--- config.mk ---
export PLATFORM = sky130hd
export DESIGN_NAME = vid_ctrl_top
export DESIGN_NICKNAME = d
export VERILOG_FILES = /design/src/logic/vid_regs_pkg.sv /design/src/logic/vid_bus_pkg.sv /design/src/logic/reg_bus_arbiter.sv /design/src/logic/ctrl_reg_file.sv /design/src/logic/raster_scan_counter.sv /design/src/logic/vid_ctrl_top.sv
export SDC_FILE = /design/constraint.sdc
export NUM_CORES = 1
export LEC_CHECK = 0
export BUFFER_PORTS_ARGS = -buffer_cell sky130_fd_sc_hd__buf_4
export CAP_MARGIN = 25
export CORE_MARGIN = 2
export CORE_UTILIZATION = 47
export CTS_BUF_LIST = sky130_fd_sc_hd__clkbuf_4 sky130_fd_sc_hd__clkbuf_8 sky130_fd_sc_hd__clkbuf_16
export DETAILED_ROUTE_END_ITERATION = 10
export PLACE_DENSITY = 0.74
export SYNTH_ARGS = -nofsm -noshare
export SYNTH_HDL_FRONTEND = slang
export SYNTH_SLANG_ARGS = --single-unit
--- constraint.sdc ---
create_clock -name clk -period 3 [get_ports clk]
set_clock_uncertainty 0.2 [all_clocks]
set_input_delay 0.3 -clock clk [delete_from_list [all_inputs] [get_ports clk]]
set_output_delay 0.3 -clock clk [all_outputs]
set_load 0.05 [all_outputs]
--- src/logic/vid_regs_pkg.sv ---
`default_nettype none

// Register map of the video controller and the widths tied to it
package vid_regs_pkg;

  localparam int data_width      = 16; // Register and bus data width
  localparam int tile_ctrl_width = 8;  // Implemented bits of REG_TILE_CTRL

  // Returned by REG_ID, reads as ASCII "VC"
  localparam logic [data_width-1:0] id_value = 16'h5643;

  // Register addresses
  typedef enum int unsigned {
    REG_ID        = 0, // RO, identity constant
    REG_STATUS    = 1, // RO, bit 0 vblank, bit 1 scan enable
    REG_SCAN_X    = 2, // RO, live horizontal position
    REG_SCAN_Y    = 3, // RO, live vertical position
    REG_SYS_CTRL  = 4, // RW, bit 0 enables scanning
    REG_SCROLL_X  = 5, // RW
    REG_SCROLL_Y  = 6, // RW
    REG_TILE_CTRL = 7  // RW, low byte only
  } reg_addr_e;

  typedef enum logic {
    REG_RW,
    REG_RO
  } reg_kind_e;

  // Kind of register at an address
  // Anything not listed as read/write is treated as read-only
  function automatic reg_kind_e reg_kind_of(input int unsigned addr);
    case (addr)
      REG_SYS_CTRL,
      REG_SCROLL_X,
      REG_SCROLL_Y,
      REG_TILE_CTRL: return REG_RW;
      default:       return REG_RO; // ID, status, scan position, holes
    endcase
  endfunction

endpackage

`default_nettype wire

--- src/logic/vid_bus_pkg.sv ---
`default_nettype none

// Register bus shared by the host and debug masters
package vid_bus_pkg;

  localparam int addr_width = 4; // Word address, 16 locations

  // Bus opcodes
  typedef enum logic {
    BUS_READ,
    BUS_WRITE
  } bus_op_e;

  // Byte enable is fixed at 2 bits for the 16-bit bus

endpackage

`default_nettype wire

--- src/logic/reg_bus_arbiter.sv ---
`default_nettype none

// Two masters, one register bus
// Each port queues one request, grants alternate when both are waiting
module reg_bus_arbiter (
  input  wire logic                                  clk,
  input  wire logic                                  rst_n,
  input  wire logic                                  host_req,
  input  wire vid_bus_pkg::bus_op_e                  host_op,
  input  wire logic [vid_bus_pkg::addr_width-1:0]    host_addr,
  input  wire logic [1:0]                            host_be,
  input  wire logic [vid_regs_pkg::data_width-1:0]   host_wdata,
  output logic                                       host_ack,
  output logic [vid_regs_pkg::data_width-1:0]        host_rdata,
  input  wire logic                                  dbg_req,
  input  wire vid_bus_pkg::bus_op_e                  dbg_op,
  input  wire logic [vid_bus_pkg::addr_width-1:0]    dbg_addr,
  input  wire logic [1:0]                            dbg_be,
  input  wire logic [vid_regs_pkg::data_width-1:0]   dbg_wdata,
  output logic                                       dbg_ack,
  output logic [vid_regs_pkg::data_width-1:0]        dbg_rdata,
  output logic                                       acc_stb,
  output vid_bus_pkg::bus_op_e                       acc_op,
  output logic [vid_bus_pkg::addr_width-1:0]         acc_addr,
  output logic [1:0]                                 acc_be,
  output logic [vid_regs_pkg::data_width-1:0]        acc_wdata,
  input  wire logic [vid_regs_pkg::data_width-1:0]   rsp_rdata
);

  typedef enum logic {
    ARB_IDLE,     // Bus free
    ARB_WAIT_RSP  // Access issued, response due this cycle
  } arb_state_e;

  arb_state_e state;

  logic host_pend, dbg_pend; // One-entry request slots
  logic last_dbg;            // Last grant went to debug, so it owns the access in flight
  logic grant_dbg;           // Debug wins this cycle

  // Slot payload, captured on req
  vid_bus_pkg::bus_op_e                 host_op_q, dbg_op_q;
  logic [vid_bus_pkg::addr_width-1:0]   host_addr_q, dbg_addr_q;
  logic [1:0]                           host_be_q, dbg_be_q;
  logic [vid_regs_pkg::data_width-1:0]  host_wdata_q, dbg_wdata_q;

  always_ff @(posedge clk) begin
    if (host_req) begin
      host_op_q    <= host_op;
      host_addr_q  <= host_addr;
      host_be_q    <= host_be;
      host_wdata_q <= host_wdata;
    end
    if (dbg_req) begin
      dbg_op_q    <= dbg_op;
      dbg_addr_q  <= dbg_addr;
      dbg_be_q    <= dbg_be;
      dbg_wdata_q <= dbg_wdata;
    end
  end

  // Debug goes if alone, or if host had the previous turn
  assign grant_dbg = dbg_pend && (!host_pend || !last_dbg);
  assign acc_stb   = (state == ARB_IDLE) && (host_pend || dbg_pend);

  assign acc_op    = grant_dbg ? dbg_op_q    : host_op_q;
  assign acc_addr  = grant_dbg ? dbg_addr_q  : host_addr_q;
  assign acc_be    = grant_dbg ? dbg_be_q    : host_be_q;
  assign acc_wdata = grant_dbg ? dbg_wdata_q : host_wdata_q;

  always_ff @(posedge clk) begin
    if (!rst_n) begin
      state     <= ARB_IDLE;
      host_pend <= 1'b0;
      dbg_pend  <= 1'b0;
      last_dbg  <= 1'b0;
    end else begin
      // New request wins over the clear, slot is free again once granted
      if (host_req)                   host_pend <= 1'b1;
      else if (acc_stb && !grant_dbg) host_pend <= 1'b0;
      if (dbg_req)                    dbg_pend  <= 1'b1;
      else if (acc_stb && grant_dbg)  dbg_pend  <= 1'b0;

      case (state)
        ARB_IDLE: begin
          if (acc_stb) begin
            state    <= ARB_WAIT_RSP;
            last_dbg <= grant_dbg;
          end
        end
        ARB_WAIT_RSP: state <= ARB_IDLE; // Response lands now, bus frees next cycle
      endcase
    end
  end

  // Response goes back to whoever owns the access
  assign host_ack   = (state == ARB_WAIT_RSP) && !last_dbg;
  assign dbg_ack    = (state == ARB_WAIT_RSP) && last_dbg;
  assign host_rdata = host_ack ? rsp_rdata : '0;
  assign dbg_rdata  = dbg_ack  ? rsp_rdata : '0; // Write responses are already zero

endmodule

`default_nettype wire

--- src/logic/ctrl_reg_file.sv ---
`default_nettype none

// Control and status registers on the internal access bus
module ctrl_reg_file (
  input  wire logic                                       clk,
  input  wire logic                                       rst_n,
  input  wire logic                                       acc_stb,
  input  wire vid_bus_pkg::bus_op_e                       acc_op,
  input  wire logic [vid_bus_pkg::addr_width-1:0]         acc_addr,
  input  wire logic [1:0]                                 acc_be,
  input  wire logic [vid_regs_pkg::data_width-1:0]        acc_wdata,
  output logic [vid_regs_pkg::data_width-1:0]             rsp_rdata,
  input  wire logic [vid_regs_pkg::data_width-1:0]        scan_x,
  input  wire logic [vid_regs_pkg::data_width-1:0]        scan_y,
  input  wire logic                                       vblank,
  output logic                                            scan_en,
  output logic [vid_regs_pkg::data_width-1:0]             scroll_x,
  output logic [vid_regs_pkg::data_width-1:0]             scroll_y,
  output logic [vid_regs_pkg::tile_ctrl_width-1:0]        tile_ctrl
);

  localparam int dw = vid_regs_pkg::data_width;
  localparam int tw = vid_regs_pkg::tile_ctrl_width;

  // Read/write storage
  logic [dw-1:0] sys_ctrl_q;
  logic [dw-1:0] scroll_x_q;
  logic [dw-1:0] scroll_y_q;
  logic [tw-1:0] tile_ctrl_q; // Upper bits not implemented

  int unsigned   addr_u;    // Address widened for the map compare
  logic [dw-1:0] rd_data;   // Current value at acc_addr
  logic [dw-1:0] wr_merged; // rd_data with enabled bytes replaced
  logic          wr_en;

  assign addr_u = 32'(acc_addr);

  // Read mux, also the base for byte merging
  always_comb begin
    case (addr_u)
      vid_regs_pkg::REG_ID:        rd_data = vid_regs_pkg::id_value;
      vid_regs_pkg::REG_STATUS:    rd_data = {{(dw-2){1'b0}}, sys_ctrl_q[0], vblank};
      vid_regs_pkg::REG_SCAN_X:    rd_data = scan_x;       // Live position
      vid_regs_pkg::REG_SCAN_Y:    rd_data = scan_y;
      vid_regs_pkg::REG_SYS_CTRL:  rd_data = sys_ctrl_q;
      vid_regs_pkg::REG_SCROLL_X:  rd_data = scroll_x_q;
      vid_regs_pkg::REG_SCROLL_Y:  rd_data = scroll_y_q;
      vid_regs_pkg::REG_TILE_CTRL: rd_data = {{(dw-tw){1'b0}}, tile_ctrl_q};
      default:                     rd_data = '0; // Holes read zero
    endcase
  end

  // Byte lanes, low byte 7..0 and high byte 15..8
  always_comb begin
    wr_merged = rd_data;
    if (acc_be[0]) wr_merged[7:0]  = acc_wdata[7:0];
    if (acc_be[1]) wr_merged[15:8] = acc_wdata[15:8];
  end

  // RO and unmapped addresses drop the write
  assign wr_en = acc_stb && (acc_op == vid_bus_pkg::BUS_WRITE) &&
                 (vid_regs_pkg::reg_kind_of(addr_u) == vid_regs_pkg::REG_RW);

  always_ff @(posedge clk) begin
    if (!rst_n) begin
      sys_ctrl_q  <= '0;
      scroll_x_q  <= '0;
      scroll_y_q  <= '0;
      tile_ctrl_q <= '0;
    end else if (wr_en) begin
      case (addr_u)
        vid_regs_pkg::REG_SYS_CTRL:  sys_ctrl_q  <= wr_merged;
        vid_regs_pkg::REG_SCROLL_X:  scroll_x_q  <= wr_merged;
        vid_regs_pkg::REG_SCROLL_Y:  scroll_y_q  <= wr_merged;
        vid_regs_pkg::REG_TILE_CTRL: tile_ctrl_q <= wr_merged[tw-1:0]; // Drop high byte
        default: ;
      endcase
    end
  end

  // Response one cycle after the strobe, zero unless a read
  always_ff @(posedge clk) begin
    if (acc_stb && (acc_op == vid_bus_pkg::BUS_READ))
      rsp_rdata <= rd_data;
    else
      rsp_rdata <= '0;
  end

  assign scan_en   = sys_ctrl_q[0];
  assign scroll_x  = scroll_x_q;   // To the tile fetch
  assign scroll_y  = scroll_y_q;
  assign tile_ctrl = tile_ctrl_q;

endmodule

`default_nettype wire

--- src/logic/raster_scan_counter.sv ---
`default_nettype none

// Raster position, x in the inner loop and y on each x wrap
module raster_scan_counter #(
  parameter int h_total  = 10, // Pixels per line, blanking included
  parameter int v_total  = 6,  // Lines per frame, blanking included
  parameter int v_active = 4   // Visible lines
) (
  input  wire logic                                clk,
  input  wire logic                                rst_n,
  input  wire logic                                scan_en,
  output logic [vid_regs_pkg::data_width-1:0]      scan_x,
  output logic [vid_regs_pkg::data_width-1:0]      scan_y,
  output logic                                     vblank
);

  localparam int dw = vid_regs_pkg::data_width;

  localparam logic [dw-1:0] x_last = dw'(h_total - 1);
  localparam logic [dw-1:0] y_last = dw'(v_total - 1);

  logic x_wrap; // Last pixel of the line

  assign x_wrap = (scan_x == x_last);

  always_ff @(posedge clk) begin
    if (!rst_n) begin
      scan_x <= '0;
      scan_y <= '0;
    end else if (scan_en) begin // Hold position while disabled
      scan_x <= x_wrap ? '0 : scan_x + 1'b1;
      if (x_wrap) begin
        scan_y <= (scan_y == y_last) ? '0 : scan_y + 1'b1;
      end
    end
  end

  // Blanking covers the lines below the visible area
  assign vblank = (scan_y >= dw'(v_active));

endmodule

`default_nettype wire

--- src/logic/vid_ctrl_top.sv ---
`default_nettype none

// Control register subsystem of the video controller
module vid_ctrl_top #(
  parameter int h_total  = 10,
  parameter int v_total  = 6,
  parameter int v_active = 4
) (
  input  wire logic                                     clk,
  input  wire logic                                     rst_n,
  // Host CPU port
  input  wire logic                                     host_req,
  input  wire vid_bus_pkg::bus_op_e                     host_op,
  input  wire logic [vid_bus_pkg::addr_width-1:0]       host_addr,
  input  wire logic [1:0]                               host_be,
  input  wire logic [vid_regs_pkg::data_width-1:0]      host_wdata,
  output logic                                          host_ack,
  output logic [vid_regs_pkg::data_width-1:0]           host_rdata,
  // Debug port
  input  wire logic                                     dbg_req,
  input  wire vid_bus_pkg::bus_op_e                     dbg_op,
  input  wire logic [vid_bus_pkg::addr_width-1:0]       dbg_addr,
  input  wire logic [1:0]                               dbg_be,
  input  wire logic [vid_regs_pkg::data_width-1:0]      dbg_wdata,
  output logic                                          dbg_ack,
  output logic [vid_regs_pkg::data_width-1:0]           dbg_rdata,
  // Rendering pipeline controls
  output logic [vid_regs_pkg::data_width-1:0]           scroll_x,
  output logic [vid_regs_pkg::data_width-1:0]           scroll_y,
  output logic [vid_regs_pkg::tile_ctrl_width-1:0]      tile_ctrl
);

  // Arbiter to register file
  logic                                   acc_stb;
  vid_bus_pkg::bus_op_e                   acc_op;
  logic [vid_bus_pkg::addr_width-1:0]     acc_addr;
  logic [1:0]                             acc_be;
  logic [vid_regs_pkg::data_width-1:0]    acc_wdata;
  logic [vid_regs_pkg::data_width-1:0]    rsp_rdata;

  // Scan counter and register file
  logic                                   scan_en;
  logic [vid_regs_pkg::data_width-1:0]    scan_x, scan_y;
  logic                                   vblank;

  reg_bus_arbiter u_arb (
    .clk, .rst_n,
    .host_req, .host_op, .host_addr, .host_be, .host_wdata, .host_ack, .host_rdata,
    .dbg_req, .dbg_op, .dbg_addr, .dbg_be, .dbg_wdata, .dbg_ack, .dbg_rdata,
    .acc_stb, .acc_op, .acc_addr, .acc_be, .acc_wdata,
    .rsp_rdata
  );

  ctrl_reg_file u_regs (
    .clk, .rst_n,
    .acc_stb, .acc_op, .acc_addr, .acc_be, .acc_wdata,
    .rsp_rdata,
    .scan_x, .scan_y, .vblank,
    .scan_en, .scroll_x, .scroll_y, .tile_ctrl
  );

  raster_scan_counter #(
    .h_total  (h_total),
    .v_total  (v_total),
    .v_active (v_active)
  ) u_scan (
    .clk, .rst_n,
    .scan_en,
    .scan_x, .scan_y, .vblank
  );

endmodule

`default_nettype wire

==> flow_summary.json <==
{
  "ffs_latches_synth": 154,
  "share_clk_of_total_power_pct": 43.6,
  "crit_fanout": 14,
  "synth-seq-area-share_pct": 47.63,
  "cts.clk_slew.worst_paths_ps": 60,
  "postCtsSetupRepairBufs": 0,
  "gr-usage-all-layers_pct": 28.69,
  "met1_usage_pct": 37.55,
  "gr-max-usage-layer": "met2",
  "routability_cong": 1.022,
  "routed_wl_um": 23440,
  "critPathKind": "register to register",
  "net-switching-power_uw": 1275,
  "fmax_mhz": 363.3,
  "finalSetupTns_ps": 0,
  "synth-async-reset-ratio_pct": 0,
  "worst_slew_margin_rel_pct": 52.62,
  "cp_launch_type": "register",
  "final_period_minus_worst_setup_slack_ps": 2752,
  "synthesis.instances": 795,
  "io_buffers": 123,
  "final_layout_size_suffix_gt1_share_pct": 22.55,
  "synth-warning-count": 0,
  "tritoncts": "done",
  "timing.max_cap.violations": 0,
  "ioPinCount": 124,
  "routedWlPerCell_um": 19.68,
  "synth_simple_gate_area_share_pct": 23.53,
  "cts_made_buffers": 17,
  "h-tree-depth": 4,
  "holdCritStartpoint": "host_req",
  "pwr_density_cell_nw_per_um2": 522.7,
  "clock_tree.root_cell": "sky130_fd_sc_hd__clkbuf_16",
  "n_antenna_cell": 0,
  "synth_adder_area_share_pct": 0.8409,
  "critical-path-slowest-cell": "sky130_fd_sc_hd__mux2i_1",
  "seqCellArea_um2": 3543,
  "report.final.hold_viol_count": 0,
  "gate_power_share_pct": 11.9,
  "max-clock-path-buffers": 2,
  "floorplan.die_area_um2": 16850,
  "dpl.hpwl_um": 16820,
  "timing.critical_path.arrival_ps": 2920,
  "critical-path-max-stage-delay_ps": 550,
  "post_synth_mux_area_share_pct": 6.357,
  "share_seq_of_total_power_pct": 44.5,
  "setup-violations-final": 0,
  "grt_first_pass_wirelength_um": 36180,
  "crit_path_cell_trace": "a21bo_1 > buf_4 > mux2i_1 > a22oi_1 > o221ai_1 > o211ai_1 > o21ai_0",
  "count_of_antenna_violating_nets_left_after_detailed_routing": 0,
  "grt_max_degree": 58,
  "hold_slack_ps": 77.12,
  "clkSinkCount": 154,
  "post-route-period-util_pct": 91.75,
  "detailedRoute.firstPassIterationCount": 5,
  "effective_utilization_at_floorplan_pct": 48.58,
  "use_met2_pct": 44.66,
  "cell_depth_of_the_worst_hold_path": 1,
  "tightest_slew_ps": 703.3,
  "floorplan.die.height_um": 129.8,
  "dominantRegCellSynth": "sky130_fd_sc_hd__dfxtp_1",
  "timing_max_transition_violations_final": 0,
  "gr_ovfl_total": 0,
  "max-vdd-ir-drop_uv": 434.7,
  "regToRegStartpoint": "u_arb.dbg_pend",
  "placeableCoreArea_um2": 15310,
  "power_switching_share_pct": 24.98,
  "grt_pass1_vias": 6383,
  "worst_min_delay_path_class": "primary input to register",
  "post_synthesis_compound_gate_area_fraction_pct": 14.45,
  "cp-end-kind": "register",
  "post_synth_num_cell_types": 71,
  "synth_enable_flop_cells": 46,
  "postSynthAreaPerCell_um2": 9.358,
  "initial_antenna_violation_count": 1,
  "drc_errors": 0,
  "syn_nets": 850,
  "dieWidth_um": 129.8,
  "critical_path_required_ps": 3160,
  "synth_top_family_by_area": "simple AND/OR/NAND/NOR gates",
  "design.final.nets": 1022,
  "critical_path.reg2reg.endpoint": "u_regs.sys_ctrl_q[14]",
  "row_count": 45,
  "post-route-util_pct": 63.77,
  "post_synth_instance_area_um2": 7440,
  "holdPathEnd": "u_arb.host_wdata_q[8]",
  "synth-xor-area-share_pct": 3.179,
  "internal-power_uw": 3829,
  "fill_cells": 1304,
  "gr-usage-met3_pct": 8.487,
  "layout_area_overhead_pct": 31.26,
  "worst_skew_pair.late_latency_ps": 440,
  "worst-r2r-setup-slack_ps": 250,
  "rr_worst_depth": 7,
  "cellLeakagePower_uw": 0.003957,
  "multi_input_comb_area_um2": 3610,
  "vias_after_detailed_routing": 6853,
  "rsz0062_at_grt": "false",
  "outcome": "completed",
  "drt-initial-drc-count": 637,
  "via_per_inst": 5.754
}
==> placed cells by master (no fill, tap or decap), drive strengths merged, types with 12 or more instances in the layout <==
master	count
o21ai	61
dfxtp	108
nand3	67
and2	24
clkbuf	24
mux2	15
nand2b	13
dlygate4sd3	46
buf	163
nor2b	12
inv	15
nor3	17
and3	29
a22oi	17
nor2	58
nand2	76
xor2	16
mux2i	28
edfxtp	46
==> sequential cells by signal, indices dropped and copies added, names as in the netlist <==
name / flops
u_arb.host_addr_q: 4
u_arb.dbg_addr_q: 4
u_scan.scan_x: 16
u_regs.scroll_y: 16
u_arb.dbg_be_q: 2
u_arb.host_wdata_q: 16
u_arb.dbg_wdata_q: 16
u_regs.tile_ctrl: 8
u_arb.dbg_pend: 1
u_regs.scroll_x: 16
u_arb.dbg_op_q: 1
u_regs.rsp_rdata: 16
u_arb.state: 1
u_scan.scan_y: 16
u_arb.host_pend: 1
u_arb.host_op_q: 1
u_regs.sys_ctrl_q: 16
u_arb.last_dbg: 1
u_arb.host_be_q: 2
==> area by class of cell <==
type	count	area share [%]
inverters	12	0.4612
flip-flops and latches	154	36.28
repair buffers	209	17.25
clock inverters	8	1.076
multi-input cells	573	36.96
clock buffers	24	5.266
well taps	211	2.703
==> power by group through the flow <==
| stage | registers (µW) | logic [µW] | clock network (µW) |
|---|---|---|---|
| floorplan | 2300 | 321 | 0 |
| global placement | 2310 | 538 | 0 |
| detailed placement | 2320 | 539 | 0 |
| CTS | 2270 | 588 | 2240 |
| global route | 2280 | 646 | 2330 |
| finish | 2270 | 605 | 2230 |
==> cells in the mapped netlist, types with 6 or more instances <==
cell type | n | share of area (%)
sky130_fd_sc_hd__dfxtp_1 | 108 | 29
sky130_fd_sc_hd__nand2_1 | 75 | 3.8
sky130_fd_sc_hd__nand3_1 | 67 | 4.5
sky130_fd_sc_hd__nor2_1 | 58 | 2.9
sky130_fd_sc_hd__o21ai_0 | 52 | 3.5
sky130_fd_sc_hd__edfxtp_1 | 46 | 19
sky130_fd_sc_hd__clkbuf_1 | 41 | 2.1
sky130_fd_sc_hd__and3_1 | 29 | 2.4
sky130_fd_sc_hd__mux2i_1 | 26 | 3.5
sky130_fd_sc_hd__and2_1 | 23 | 1.9
sky130_fd_sc_hd__a22oi_1 | 17 | 1.7
sky130_fd_sc_hd__xor2_1 | 16 | 1.9
sky130_fd_sc_hd__nor3_1 | 15 | 1.0
sky130_fd_sc_hd__nand2b_1 | 13 | 1.1
sky130_fd_sc_hd__inv_1 | 12 | 0.61
sky130_fd_sc_hd__mux2_2 | 12 | 1.8
sky130_fd_sc_hd__nor2b_1 | 12 | 1.0
sky130_fd_sc_hd__a21oi_1 | 11 | 0.74
sky130_fd_sc_hd__xnor2_1 | 11 | 1.3
sky130_fd_sc_hd__nand4_1 | 9 | 0.76
sky130_fd_sc_hd__o21ai_1 | 9 | 0.61
sky130_fd_sc_hd__buf_2 | 8 | 0.54
sky130_fd_sc_hd__o221ai_1 | 7 | 0.82
sky130_fd_sc_hd__a22o_1 | 6 | 0.71
sky130_fd_sc_hd__nand3b_1 | 6 | 0.61
sky130_fd_sc_hd__nor4_1 | 6 | 0.50
==> critical path: cells and delay by family, from the launching register on <==
kind | cells | cell delay, ps
AOI/OAI and AO/OA | 5 | 1310
muxes | 1 | 550
DFF | 1 | 340
buffers and inverters | 1 | 270
==> cells by family (layout without fill, tap and decap cells) <==
logic type | count (synthesis) | in the layout
AND/OR/NAND/NOR | 338 | 338
AO/OA/AOI/OAI | 160 | 160
flip-flops | 154 | 154
buffers and inverters | 68 | 253
multiplexers | 43 | 43
XOR/XNOR | 27 | 27
adder cells (fa/ha/maj) | 5 | 5
==> through the flow <==
step | total power, µW | worst slack, ps | instance area [µm²] | cells
final | 5104 | 247.5 | 9766 | 1191
after global routing | 5250 | 47.81 | 9766 | 1191
after CTS | 5096 | 266.9 | 9761 | 1191
after detailed placement | 2854 | 277.6 | 8681 | 1113
after global placement | 2852 | 250.6 | 8681 | 1113
after floorplan | 2623 | 649.0 | 7440 | 795
==> layer usage <==
layer  share of wire (%)  wire length, µm
met4                 3.0              704
met3                 9.3             2176
met1                  43             9963
met2                  45            10580
met5               0.055               13
==> worst max path at each step <==
stage / startpoint / endpoint
after floorplan: u_arb.host_pend / u_regs.tile_ctrl[2]
after global placement: u_arb.host_pend / u_regs.scroll_x[6]
after CTS: u_arb.dbg_pend / u_regs.scroll_x[6]
after detailed placement: u_arb.last_dbg / u_regs.scroll_y[3]
final: u_arb.dbg_pend / u_regs.sys_ctrl_q[14]
after global routing: u_arb.dbg_pend / u_regs.tile_ctrl[0]
==> timing repair <==
item	CTS	global route
hold endpoints to repair	46	0
resized for setup	0	1
endpoints found under the setup margin	0	3
hold buffers	46	0
Power figures use the tool's default switching activity.
